**src/design/eth_rx_defs.svh**
```systemverilog
`ifndef ETH_RX_DEFS_SVH
`define ETH_RX_DEFS_SVH

// Inter-frame gap in nibble times
`define RX_IFG_NIBBLES 24

// Shortest legal frame in bytes, FCS included
`define RX_MIN_FRAME 64

// CRC register after a good frame, FCS included
`define RX_CRC_RESIDUE 32'hdebb20e3

// FIFO depths, powers of two
`define RX_DATA_DEPTH 64
`define RX_STAT_DEPTH 4

`endif

```
**src/design/eth_rx_pkg.sv**
```systemverilog
`default_nettype none

package eth_rx_pkg;

  // One-hot receive state
  typedef struct packed {
    logic idle;
    logic preamble;
    logic sfd;
    logic data;
    logic drop;
  } rxStateT;

  typedef struct packed {
    logic [7:0] data;
    logic       last;       // Final byte of the frame
  } rxByteT;

  typedef struct packed {
    logic [15:0] length;
    logic        crcErr;
    logic        tooLong;
    logic        tooShort;
  } rxStatusT;

  typedef struct packed {
    logic [15:0] byteCnt;
    logic        ifgOk;     // Gap long enough for a new frame
    logic        maxFrame;
  } rxCountT;

endpackage

`default_nettype wire

```
**src/design/ethRxStateMachine.sv**
```systemverilog
`default_nettype none
`include "eth_rx_defs.svh"

module ethRxStateMachine
  import eth_rx_pkg::*;
(
  input  wire          MRxClk,
  input  wire          Reset,
  input  wire    [3:0] MRxD,
  input  wire          MRxDV,
  input  wire rxCountT rxCount,
  input  wire          crcErr,
  output rxStateT      rxState,
  output logic         byteValid,
  output rxByteT       rxByte,
  output logic         frameEnd,
  output rxStatusT     status,
  output logic         statusPush
);
  rxStateT    stateNext;
  logic       endNow;
  logic       highNibble;
  logic       pendValid;
  logic [3:0] lowNib;
  logic [7:0] pendByte;

  always_comb
  begin
    stateNext = '0;
    endNow    = 1'b0;
    if (rxState.idle)
    begin
      if (MRxDV && MRxD == 4'h5)
        stateNext.preamble = 1'b1;
      else if (MRxDV)
        stateNext.drop = 1'b1;          // Joined mid-frame
      else
        stateNext.idle = 1'b1;
    end
    else if (rxState.preamble)
    begin
      if (!MRxDV)
        stateNext.idle = 1'b1;
      else if (MRxD == 4'hd)
      begin
        stateNext.sfd  = rxCount.ifgOk;
        stateNext.drop = ~rxCount.ifgOk; // Gap too short
      end
      else if (MRxD == 4'h5)
        stateNext.preamble = 1'b1;
      else
        stateNext.drop = 1'b1;
    end
    else if (rxState.sfd || rxState.data)
    begin
      stateNext.data = MRxDV;
      stateNext.idle = ~MRxDV;
      endNow         = rxState.data & ~MRxDV;
    end
    else
    begin
      stateNext.drop = MRxDV;
      stateNext.idle = ~MRxDV;
    end
  end

  always_ff @(posedge MRxClk or posedge Reset)
  begin
    if (Reset)
    begin
      rxState    <= '{idle: 1'b1, default: 1'b0};
      highNibble <= 1'b0;
      pendValid  <= 1'b0;
      byteValid  <= 1'b0;
      frameEnd   <= 1'b0;
    end
    else
    begin
      rxState   <= stateNext;
      frameEnd  <= endNow;
      byteValid <= pendValid;           // Wait one nibble to learn last
      pendValid <= rxState.data & MRxDV & highNibble;
      if (!(rxState.sfd || rxState.data))
        highNibble <= 1'b0;
      else if (MRxDV)
        highNibble <= ~highNibble;
    end
  end

  always_ff @(posedge MRxClk)
  begin
    if (MRxDV && !highNibble)
      lowNib <= MRxD;
    if (MRxDV && highNibble)
      pendByte <= {MRxD, lowNib};
    if (pendValid)
    begin
      rxByte.data <= pendByte;
      rxByte.last <= ~MRxDV;
    end
  end

  always_comb
  begin
    status.length   = rxCount.byteCnt;
    status.crcErr   = crcErr;
    status.tooLong  = rxCount.maxFrame;
    status.tooShort = rxCount.byteCnt < 16'(`RX_MIN_FRAME);
  end

  assign statusPush = frameEnd;

endmodule

`default_nettype wire

```
**src/design/ethRxCounters.sv**
```systemverilog
`default_nettype none
`include "eth_rx_defs.svh"

module ethRxCounters
  import eth_rx_pkg::*;
(
  input  wire          MRxClk,
  input  wire          Reset,
  input  wire          MRxDV,
  input  wire rxStateT rxState,
  input  wire   [15:0] maxFrameLen,
  input  wire          hugeEnable,
  input  wire          ifgIgnore,
  output rxCountT      rxCount
);
  logic [15:0] byteCnt;
  logic        highNibble;
  logic        maxFrameQ;
  logic [7:0]  ifgCnt;
  logic        inFrame;
  logic        atMaxLen;
  logic        byteTick;
  logic        ifgSat;

  assign inFrame  = rxState.sfd | rxState.data;
  assign atMaxLen = (byteCnt == maxFrameLen) & ~hugeEnable;
  assign byteTick = rxState.data & MRxDV & highNibble;  // High nibble closes a byte
  assign ifgSat   = ifgCnt == 8'(`RX_IFG_NIBBLES);

  always_ff @(posedge MRxClk or posedge Reset)
  begin
    if (Reset)
    begin
      byteCnt    <= 16'h0;
      highNibble <= 1'b0;
      maxFrameQ  <= 1'b0;
    end
    else
    begin
      if (!inFrame)
        highNibble <= 1'b0;
      else if (MRxDV)
        highNibble <= ~highNibble;
      if (rxState.sfd)
      begin
        byteCnt   <= 16'h0;
        maxFrameQ <= 1'b0;
      end
      else if (byteTick)
      begin
        if (atMaxLen)
          maxFrameQ <= 1'b1;            // Byte beyond the limit
        else if (byteCnt != 16'hffff)
          byteCnt <= byteCnt + 16'd1;
      end
    end
  end

  // Idle nibbles since the last frame
  always_ff @(posedge MRxClk or posedge Reset)
  begin
    if (Reset)
      ifgCnt <= 8'(`RX_IFG_NIBBLES);
    else if ((inFrame || rxState.drop) && MRxDV)
      ifgCnt <= 8'h0;
    else if (!MRxDV && !ifgSat)
      ifgCnt <= ifgCnt + 8'd1;
  end

  assign rxCount = '{byteCnt: byteCnt, ifgOk: ifgSat | ifgIgnore, maxFrame: maxFrameQ};

endmodule

`default_nettype wire

```
**src/design/ethRxCrcCheck.sv**
```systemverilog
`default_nettype none
`include "eth_rx_defs.svh"

module ethRxCrcCheck
  import eth_rx_pkg::*;
(
  input  wire          MRxClk,
  input  wire          Reset,
  input  wire    [3:0] MRxD,
  input  wire          MRxDV,
  input  wire rxStateT rxState,
  input  wire          frameEnd,
  output logic         crcErr
);
  localparam logic [31:0] crcPoly = 32'hedb88320;  // Reflected CRC-32

  logic [31:0] crc;
  logic        crcErrQ;
  logic        mismatch;

  // LSB of the nibble goes in first
  function automatic logic [31:0] crcNibble(input logic [31:0] crcIn, input logic [3:0] nib);
    logic [31:0] c;
    c = crcIn;
    for (int i = 0; i < 4; i++)
    begin
      if (c[0] ^ nib[i])
        c = (c >> 1) ^ crcPoly;
      else
        c = c >> 1;
    end
    return c;
  endfunction

  always_ff @(posedge MRxClk or posedge Reset)
  begin
    if (Reset)
    begin
      crc     <= '1;
      crcErrQ <= 1'b0;
    end
    else
    begin
      if ((rxState.sfd || rxState.data) && MRxDV)
        crc <= crcNibble(rxState.sfd ? '1 : crc, MRxD);  // Preset on first nibble
      if (frameEnd)
        crcErrQ <= mismatch;
      else if (rxState.sfd)
        crcErrQ <= 1'b0;
    end
  end

  assign mismatch = crc != `RX_CRC_RESIDUE;
  assign crcErr   = frameEnd ? mismatch : crcErrQ;

endmodule

`default_nettype wire

```
**src/design/ethRxFifo.sv**
```systemverilog
`default_nettype none

module ethRxFifo #(
  parameter type payloadT = logic [7:0],
  parameter int  depth    = 4
)
(
  input  wire          MRxClk,
  input  wire          Reset,
  input  wire          push,
  input  wire payloadT pushData,
  input  wire          pop,
  output payloadT      popData,
  output logic         empty,
  output logic         full
);
  localparam int ptrWidth = $clog2(depth);

  payloadT             mem [depth];
  logic [ptrWidth-1:0] wrPtr;
  logic [ptrWidth-1:0] rdPtr;
  logic [ptrWidth:0]   count;
  logic                doPush;
  logic                doPop;

  assign doPush  = push & ~full;        // Full FIFO drops the entry
  assign doPop   = pop & ~empty;
  assign empty   = count == '0;
  assign full    = int'(count) == depth;
  assign popData = mem[rdPtr];

  always_ff @(posedge MRxClk or posedge Reset)
  begin
    if (Reset)
    begin
      wrPtr <= '0;
      rdPtr <= '0;
      count <= '0;
    end
    else
    begin
      if (doPush)
        wrPtr <= wrPtr + 1'b1;          // Depth is a power of two
      if (doPop)
        rdPtr <= rdPtr + 1'b1;
      if (doPush && !doPop)
        count <= count + 1'b1;
      else if (doPop && !doPush)
        count <= count - 1'b1;
    end
  end

  always_ff @(posedge MRxClk)
  begin
    if (doPush)
      mem[wrPtr] <= pushData;
  end

endmodule

`default_nettype wire

```
**src/design/ethRxWbPort.sv**
```systemverilog
`default_nettype none

module ethRxWbPort
  import eth_rx_pkg::*;
(
  input  wire           MRxClk,
  input  wire           Reset,
  input  wire           wbCyc,
  input  wire           wbStb,
  input  wire           wbWe,
  input  wire           wbAdr,
  input  wire    [31:0] wbDatI,
  output logic   [31:0] wbDatO,
  output logic          wbAck,
  input  wire rxStatusT statData,
  input  wire           statEmpty,
  output logic          statPop,
  input  wire rxByteT   byteData,
  input  wire           byteEmpty,
  output logic          bytePop
);
  logic        newReq;
  logic        readReq;
  logic [31:0] readWord;

  assign newReq  = wbCyc & wbStb & ~wbAck;  // Ack cycle starts nothing
  assign readReq = newReq & ~wbWe;
  assign statPop = readReq & ~wbAdr & ~statEmpty;
  assign bytePop = readReq & wbAdr & ~byteEmpty;

  always_comb
  begin
    readWord = '0;
    if (!wbAdr && !statEmpty)
    begin
      readWord[31]   = 1'b1;
      readWord[18:0] = statData;
    end
    else if (wbAdr && !byteEmpty)
    begin
      readWord[31]  = 1'b1;
      readWord[8]   = byteData.last;
      readWord[7:0] = byteData.data;
    end
  end

  always_ff @(posedge MRxClk or posedge Reset)
  begin
    if (Reset)
      wbAck <= 1'b0;
    else
      wbAck <= newReq;
  end

  always_ff @(posedge MRxClk)
  begin
    if (newReq)
      wbDatO <= wbWe ? '0 : readWord;   // Write data has no target
  end

endmodule

`default_nettype wire

```
**src/design/ethRxTop.sv**
```systemverilog
`default_nettype none
`include "eth_rx_defs.svh"

module ethRxTop
  import eth_rx_pkg::*;
(
  input  wire         MRxClk,
  input  wire         Reset,
  input  wire   [3:0] MRxD,
  input  wire         MRxDV,
  input  wire  [15:0] maxFrameLen,
  input  wire         hugeEnable,
  input  wire         ifgIgnore,
  input  wire         wbCyc,
  input  wire         wbStb,
  input  wire         wbWe,
  input  wire         wbAdr,
  input  wire  [31:0] wbDatI,
  output logic [31:0] wbDatO,
  output logic        wbAck
);
  rxStateT  rxState;
  rxCountT  rxCount;
  rxByteT   rxByte;
  rxByteT   byteHead;
  rxStatusT status;
  rxStatusT statHead;
  logic     byteValid;
  logic     frameEnd;
  logic     crcErr;
  logic     statusPush;
  logic     byteEmpty;
  logic     byteFull;
  logic     bytePop;
  logic     statEmpty;
  logic     statFull;
  logic     statPop;

  ethRxStateMachine stateMachine (
    .MRxClk     (MRxClk),
    .Reset      (Reset),
    .MRxD       (MRxD),
    .MRxDV      (MRxDV),
    .rxCount    (rxCount),
    .crcErr     (crcErr),
    .rxState    (rxState),
    .byteValid  (byteValid),
    .rxByte     (rxByte),
    .frameEnd   (frameEnd),
    .status     (status),
    .statusPush (statusPush)
  );

  ethRxCounters counters (
    .MRxClk      (MRxClk),
    .Reset       (Reset),
    .MRxDV       (MRxDV),
    .rxState     (rxState),
    .maxFrameLen (maxFrameLen),
    .hugeEnable  (hugeEnable),
    .ifgIgnore   (ifgIgnore),
    .rxCount     (rxCount)
  );

  ethRxCrcCheck crcCheck (
    .MRxClk   (MRxClk),
    .Reset    (Reset),
    .MRxD     (MRxD),
    .MRxDV    (MRxDV),
    .rxState  (rxState),
    .frameEnd (frameEnd),
    .crcErr   (crcErr)
  );

  ethRxFifo #(
    .payloadT (rxByteT),
    .depth    (`RX_DATA_DEPTH)
  ) dataFifo (
    .MRxClk   (MRxClk),
    .Reset    (Reset),
    .push     (byteValid),
    .pushData (rxByte),
    .pop      (bytePop),
    .popData  (byteHead),
    .empty    (byteEmpty),
    .full     (byteFull)
  );

  ethRxFifo #(
    .payloadT (rxStatusT),
    .depth    (`RX_STAT_DEPTH)
  ) statFifo (
    .MRxClk   (MRxClk),
    .Reset    (Reset),
    .push     (statusPush),
    .pushData (status),
    .pop      (statPop),
    .popData  (statHead),
    .empty    (statEmpty),
    .full     (statFull)
  );

  ethRxWbPort wbPort (
    .MRxClk    (MRxClk),
    .Reset     (Reset),
    .wbCyc     (wbCyc),
    .wbStb     (wbStb),
    .wbWe      (wbWe),
    .wbAdr     (wbAdr),
    .wbDatI    (wbDatI),
    .wbDatO    (wbDatO),
    .wbAck     (wbAck),
    .statData  (statHead),
    .statEmpty (statEmpty),
    .statPop   (statPop),
    .byteData  (byteHead),
    .byteEmpty (byteEmpty),
    .bytePop   (bytePop)
  );

endmodule

`default_nettype wire

```
**config.mk**
```make
export PLATFORM = sky130hd
export DESIGN_NAME = ethRxTop
export DESIGN_NICKNAME = d
export VERILOG_FILES = /design/src/design/eth_rx_pkg.sv /design/src/design/ethRxStateMachine.sv /design/src/design/ethRxCounters.sv /design/src/design/ethRxCrcCheck.sv /design/src/design/ethRxFifo.sv /design/src/design/ethRxWbPort.sv /design/src/design/ethRxTop.sv
export VERILOG_INCLUDE_DIRS = /design/src /design/src/design
export SDC_FILE = /design/constraint.sdc
export NUM_CORES = 1
export LEC_CHECK = 0
export BUFFER_PORTS_ARGS = -buffer_cell sky130_fd_sc_hd__buf_2
export CORE_ASPECT_RATIO = 1.25
export CORE_UTILIZATION = 45
export CTS_CLUSTER_SIZE = 30
export DETAILED_ROUTE_END_ITERATION = 7
export HOLD_SLACK_MARGIN = 0.08
export PLACE_DENSITY = 0.59
export SYNTH_ARGS = -nofsm -noshare
export SYNTH_HDL_FRONTEND = slang
export SYNTH_HIERARCHICAL = 1
export SYNTH_SLANG_ARGS = --single-unit
export TNS_END_PERCENT = 100
```
**constraint.sdc**
```tcl
create_clock -name MRxClk -period 4.3 [get_ports MRxClk]
set_clock_uncertainty 0.15 [all_clocks]
set_input_delay 0.215 -clock MRxClk [delete_from_list [all_inputs] [get_ports MRxClk]]
set_output_delay 0.215 -clock MRxClk [all_outputs]
set_load 0.02 [all_outputs]
```
[Word-level counts from Yosys, hierarchy flattened]
Memory sizes are Yosys's and may differ from the RTL's.
Cells that the tools add are included.
Operators by class
  $mul: 0
  magnitude comparators: 1
  eq/ne operators: 11
  reduce and logical (&&, ||, !) cells: 36
  shifts and indexed selects: 0
  muxes and demuxes: 60
  divide/modulo/power cells: 0
  bitwise logic cells: 39
  add/subtract/negate cells: 10
Operator list (number)
  two-way mux 32 bit: 8
  two-way mux 16 bit: 4
  NOT 13 -> 14 bit: 4
  two-way mux 1 bit: 36
  != test 32 bit (second input constant): 1
  two-way mux 9 bit: 2
  adder 16 x 1 -> 16 bit (second input constant): 1
  AND 1 bit: 16
  equality test 16 bit: 1
  less-than comparator 16 x 7 -> 1 bit (second input constant): 1
  two-way mux 8 bit: 2
  != test 16 bit (second input constant): 1
  two-way mux 7 bit: 2
  nonzero test 2 bit: 7
  NOT 1 bit: 13
  adder 6 x 1 -> 6 bit (second input constant): 2
  logical AND 1 bit: 12
  logical NOT 1 bit: 10
  adder 8 x 1 -> 8 bit (second input constant): 1
  equality test 8 x 5 -> 1 bit (second input constant): 1
  two-way mux 2 bit: 4
  adder 7 x 1 -> 7 bit (second input constant): 1
  equality test 7 bit (second input constant): 1
  logical NOT 7 bit: 1
  16 further kinds: 25
Storage, ports and cells
  input port bits: 61
  memories kept: 2
  bits in latches: 0
  bits in registers: 148
  bits in writable memories: 652
  memory bits (read-only): 0
  word-level logic and storage cells: 188
  output and inout bits: 33
Memory list
  dataFifo.mem: words 64, bits a word 9, rd ports 1, clocked after Yosys merged registers in 0, wr ports 1, RTL line ethRxFifo.sv:19  | payloadT mem [depth];
  statFifo.mem: words 4, bits a word 19, rd ports 1, clocked after Yosys merged registers in 0, wr ports 1, RTL line ethRxFifo.sv:19

[Logic depth before layout (Yosys ltp)]
  word-level depth: 12
  gate-level depth with buffers: 16

[By module]
Netlist, hierarchy kept.
By module, submodules not included
  ethRxFifo (dataFifo): area an instance 23422.5 um^2, cells each 1171, seq. area each 17772.0 um^2, instances 1
  ethRxFifo (statFifo): area an instance 3176.8 um^2, cells each 135, seq. area each 2457.4 um^2, instances 1
  ethRxCrcCheck: area an instance 1979.4 um^2, cells each 204, seq. area each 865.8 um^2, instances 1
  ethRxCounters: area an instance 1619.1 um^2, cells each 177, seq. area each 653.1 um^2, instances 1
  ethRxStateMachine: area an instance 1143.6 um^2, cells each 74, seq. area each 857.1 um^2, instances 1
  ethRxWbPort: area an instance 1037.2 um^2, cells each 84, seq. area each 625.6 um^2, instances 1

[Worst setup path before layout]
No wires, ideal clock.
  kind: register to register
  start: register dataFifo.count[0]
  end: register dataFifo.count[6]
  path buffers: 1
  stages on the path, launching flop included: 17
  library setup time: 0.080 ns
  period minus slack after synthesis: 3.279 ns
  path slack: 1.021 ns
  arrival time: 3.050 ns
  cell sequence: dfrtp_1 nor4_1 nand2_1 nor2_1 nand2b_1 buf_2 nor4_1 o21a_1 inv_1 ha_1 inv_1 ha_1 nor2b_1 o21a_1 o21a_1 o211ai_1 xnor2_1
Between the ends
  longest elaborated chain between the ends: 7
Ends and longest elaborated chain
  start: declaration: RTL line ethRxFifo.sv:22  | logic [ptrWidth:0] count;
  start signal: assignment: RTL line ethRxFifo.sv:47  | count <= count + 1'b1;
  start signal: assignment: RTL line ethRxFifo.sv:49  | count <= count - 1'b1;
  logical NOT 7 bit (*): RTL line ethRxFifo.sv:28  | assign empty = count == '0;
  net byteEmpty: RTL line ethRxTop.sv:32  | logic byteEmpty;
  NOT 1 bit (*): RTL line ethRxWbPort.sv:29  | assign bytePop = readReq & wbAdr & ~byteEmpty;
  AND 1 bit (*): RTL line ethRxWbPort.sv:29
  net bytePop: RTL line ethRxTop.sv:34  | logic bytePop;
  AND 1 bit (*): RTL line ethRxFifo.sv:27  | assign doPop = pop & ~empty;
  logical NOT 1 bit: RTL line ethRxFifo.sv:46  | if (doPush && !doPop)
  logical AND 1 bit: RTL line ethRxFifo.sv:46
  two-way mux 7 bit / nonzero test 2 bit (equally long branches)
Mark *: on every way through the listed nets, which the timed path passes. The rest lies on a longest branch. The select of a mux whose other input is x is not followed.
A chain may end at the register's enable or synchronous reset.

[Worst setup path after layout]
  start: register dataFifo.count[0]
  end: register dataFifo.count[5]
Same word-level chain as after synthesis.

==> summary.md <==
| Metric | Value |
|---|---|
| Maxcap violations | `0` |
| Final setup TNS | `0 ns` |
| Final slew viol count | `0` |
| Remaining Overflow, GRT | `0` |
| Via count of the routed design | `16.3k` |
| Post-route insts no fill | `around 2.9k` |
| CTS H-tree lvls | `3` |
| Delay contributed by the slowest stage of the critical path | `0.46 ns` |
| Gr usage total | `0.192` |
| Violation count after the first detailed-routing iteration | `1289` |
| Leakage power summed over all cells | `around 0.012 uW` |
| Area grow syn2layout | `11.6%` |
| Met1 layer wirelength in the final routing | `28700 um` |
| Diodes inserted | `0` |
| First-pass GRT wire length | `105000 um` |
| Unrepaired setup endpoints after global routing | `false` |
| Routed via count divided by cell count | `between 5 and 6` |
| Height of the die | `302 um` |
| Least-Margin Pin Slew | `about 1.3 ns` |
| Critical path data required time | `around 4.6 ns` |
| Horizontal die dimension | `242 um` |
| CP Max Fanout | `11` |
| Type of destination of the critical path | `flop` |
| Yosys synthesis warning count | `6` |
| WP data arrival | `around 4 ns` |
| Areal power density over the cells | `a little over 500 nW/um^2` |
| Max-slew headroom | `0.155` |
| Boundary Pins | `94` |
| Via count of the first global-routing pass | `between 15k and 20k` |
| Hold Violations, Final | `0` |
| Fill cells | `5875` |
| Startpoint of the worst register-to-register path | `dataFifo/count[0]` |
| Total net switching power | `4800 uW` |
| Total routed wirelength | `69300 um` |
| Post-layout min period | `between 3 and 4 ns` |
| Class of the tightest hold or removal check | `input port to asynchronous set/reset pin` |
| Share of total power in combinational logic | `0.194` |
| Port Buf Inserts | `49` |
| Max VDD drop | `0.329 mV` |
| Total internal power | `13900 uW` |
| Cell count after placement | `2781` |
| Post-CTS clock slew at the launch and capture registers of the worst setup and hold paths | `0.06 ns` |
| Top routing layer in use | `met4` |
| Final design area excluding fillers | `~36000 um^2` |
| Final worst-path cycle share | `0.871` |
| Source of the critical timing path | `dataFifo/count[0]` |
| Root buffer cell | `sky130_fd_sc_hd__clkbuf_16` |
| Amount of wire on met2 after detailed routing | `approximately 36000 um` |
| Net count reported at finish | `2012` |
| Antenna Violating Nets Remaining | `0` |
| CTS Buf Count | `76` |
| Post-synthesis instance area | `between 30000 and 40000 um^2` |
| Final HPWL from detailed placement | `43300 um` |
| Detail Route met3 WL | `3190 um` |
| Placement Cell Area | `33600 um^2` |
| Fraction of final layout cells with drive strength greater than 1 | `0.207` |
| Highest attainable clock frequency | `0.267 GHz` |
| Number of resized instances in the post-cts repair step | `0` |
| Run status | `completed` |
| Drt wl/cell | `23.6 um` |
| R2R setup slack | `0.55 ns` |
| Clock Sinks | `about 790` |
| Sequential fraction of design power | `0.463` |
| Pre-Repair DR Iteration Count | `5` |
| Cell breakdown of the critical path | `nor4_1, nand2_1, nor2_1, nand2b_1, buf_4, nor4_1, o21a_1, inv_1, ha_1, inv_1, ha_1, a21oi_1, a21boi_0, o21ai_0, nor3b_1, o31ai_1` |
| Starting utilization of the core area | `0.457` |
| Remaining routing DRC violations | `0` |
| Critical path startpoint category | `flop` |
| Cts hold-fix bufs | `16` |
| Post-CTS setup buffer count | `0` |
| Initial antenna violation count | `0` |
| Gate count of the mapped netlist | `between 1.5k and 2k` |
| Routability congestion estimate from global placement | `0.790` |
| Reg-to-Reg End | `dataFifo/count[5]` |
| Die Footprint | `73000 um^2` |
| Type of the worst setup path | `flop to flop` |
| Sw Ratio | `0.256` |
| Core area | `approximately 71000 um^2` |
| Cell depth of the worst flop-to-flop path | `16` |
| Final count of negative-setup-slack endpoints | `0` |
| Latest clock arrival within the worst-skew pair | `0.61 ns` |
| Maximum number of pins on one net before global-route repair | `65` |
| Largest buffer count on any clock path | `3` |
| TritonCTS clock tree | `done` |
| Number of cell rows | `109` |
| Part of the power in the clock network | `0.343` |
| Highest-delay cell along the critical path | `sky130_fd_sc_hd__nor4_1` |
| Mean Syn Cell Area | `17.6 um^2` |
-- registers in the layout (all words and copies together) (netlist names), 8 cells and up --
| signal | cells |
|---|---|
| counters/byteCnt | 16 |
| counters/ifgCnt | 8 |
| crcCheck/crc | 32 |
| statFifo/mem | 76 |
| dataFifo/mem | 576 |
| stateMachine/pendByte | 8 |
| wbPort/wbDatO | 20 |
| stateMachine/rxByte | 9 |
-- per-stage QoR --
step | setup WS, ns | utilization | total power (uW) | hold WS [ns]
global placement | 0.606 | 0.474 | 12500 | -0.00969
global route | 0.222 | 0.509 | 19500 | 0.179
floorplan | 1.05 | - | 11500 | -0.206
finish | 0.554 | 0.509 | 18700 | 0.145
CTS | 0.536 | 0.509 | 19000 | 0.130
detailed placement | 0.579 | 0.474 | 12500 | -0.0100
-- cell usage in the layout, fill, tap and decap left out, drive strengths merged, types with 32 or more instances in the layout --
cell and count:
xor2 42, dfrtp 60, nand2 67, dfstp 35
mux4 127, o22ai 36, clkbuf 107, xnor2 40
a211oi 35, edfxtp 693, o21ai 67, buf 108
mux2i 106, inv 32, nor2 128
-- cell type report --
cell class / instances / area, um^2 / area share
Sequential cell: 788 / 23200 / 0.644
Multi-Input combinational cell: 911 / 8320 / 0.230
Clock buffer: 107 / 2100 / 0.0582
Tap cell: 943 / 1180 / 0.0327
Timing Repair Buffer: 124 / 898 / 0.0249
Clock inverter: 29 / 259 / 0.00717
Inverter: 31 / 116 / 0.00322
-- worst max-delay path by stage --
stage,end,slack (ns)
2_1_floorplan,dataFifo/count[6],1.05
3_3_place_gp,dataFifo/count[5],0.61
3_5_place_dp,dataFifo/count[5],0.58
4_1_cts,dataFifo/count[5],0.54
5_1_grt,dataFifo/count[5],0.22
6_report,dataFifo/count[5],0.55
-- power groups by stage --
stage          clock network (uW)  registers, uW  logic, uW
3_5_place_dp                    0           8840       3680
6_report                     6430           8670       3630
4_1_cts                      6580           8680       3700
3_3_place_gp                    0           8830       3620
5_1_grt                      6860           8700       3900
2_1_floorplan                   0           8650       2860
-- worst max-delay path: cells and delay by family, from the launching register on --
family | cells | cell delay [ns]
fa+ha+maj | 2 | 0.65
compound gates | 5 | 0.79
flops | 1 | 0.42
buf+inv | 3 | 0.53
simple gates | 6 | 1.07
-- layer usage --
metal,up-vias,GRT usage
met5,-,0
met4,0,0.0639
met2,395,0.332
li1,7347,-
met1,8491,0.251
met3,106,0.0278
Power figures use the tool's default switching activity.
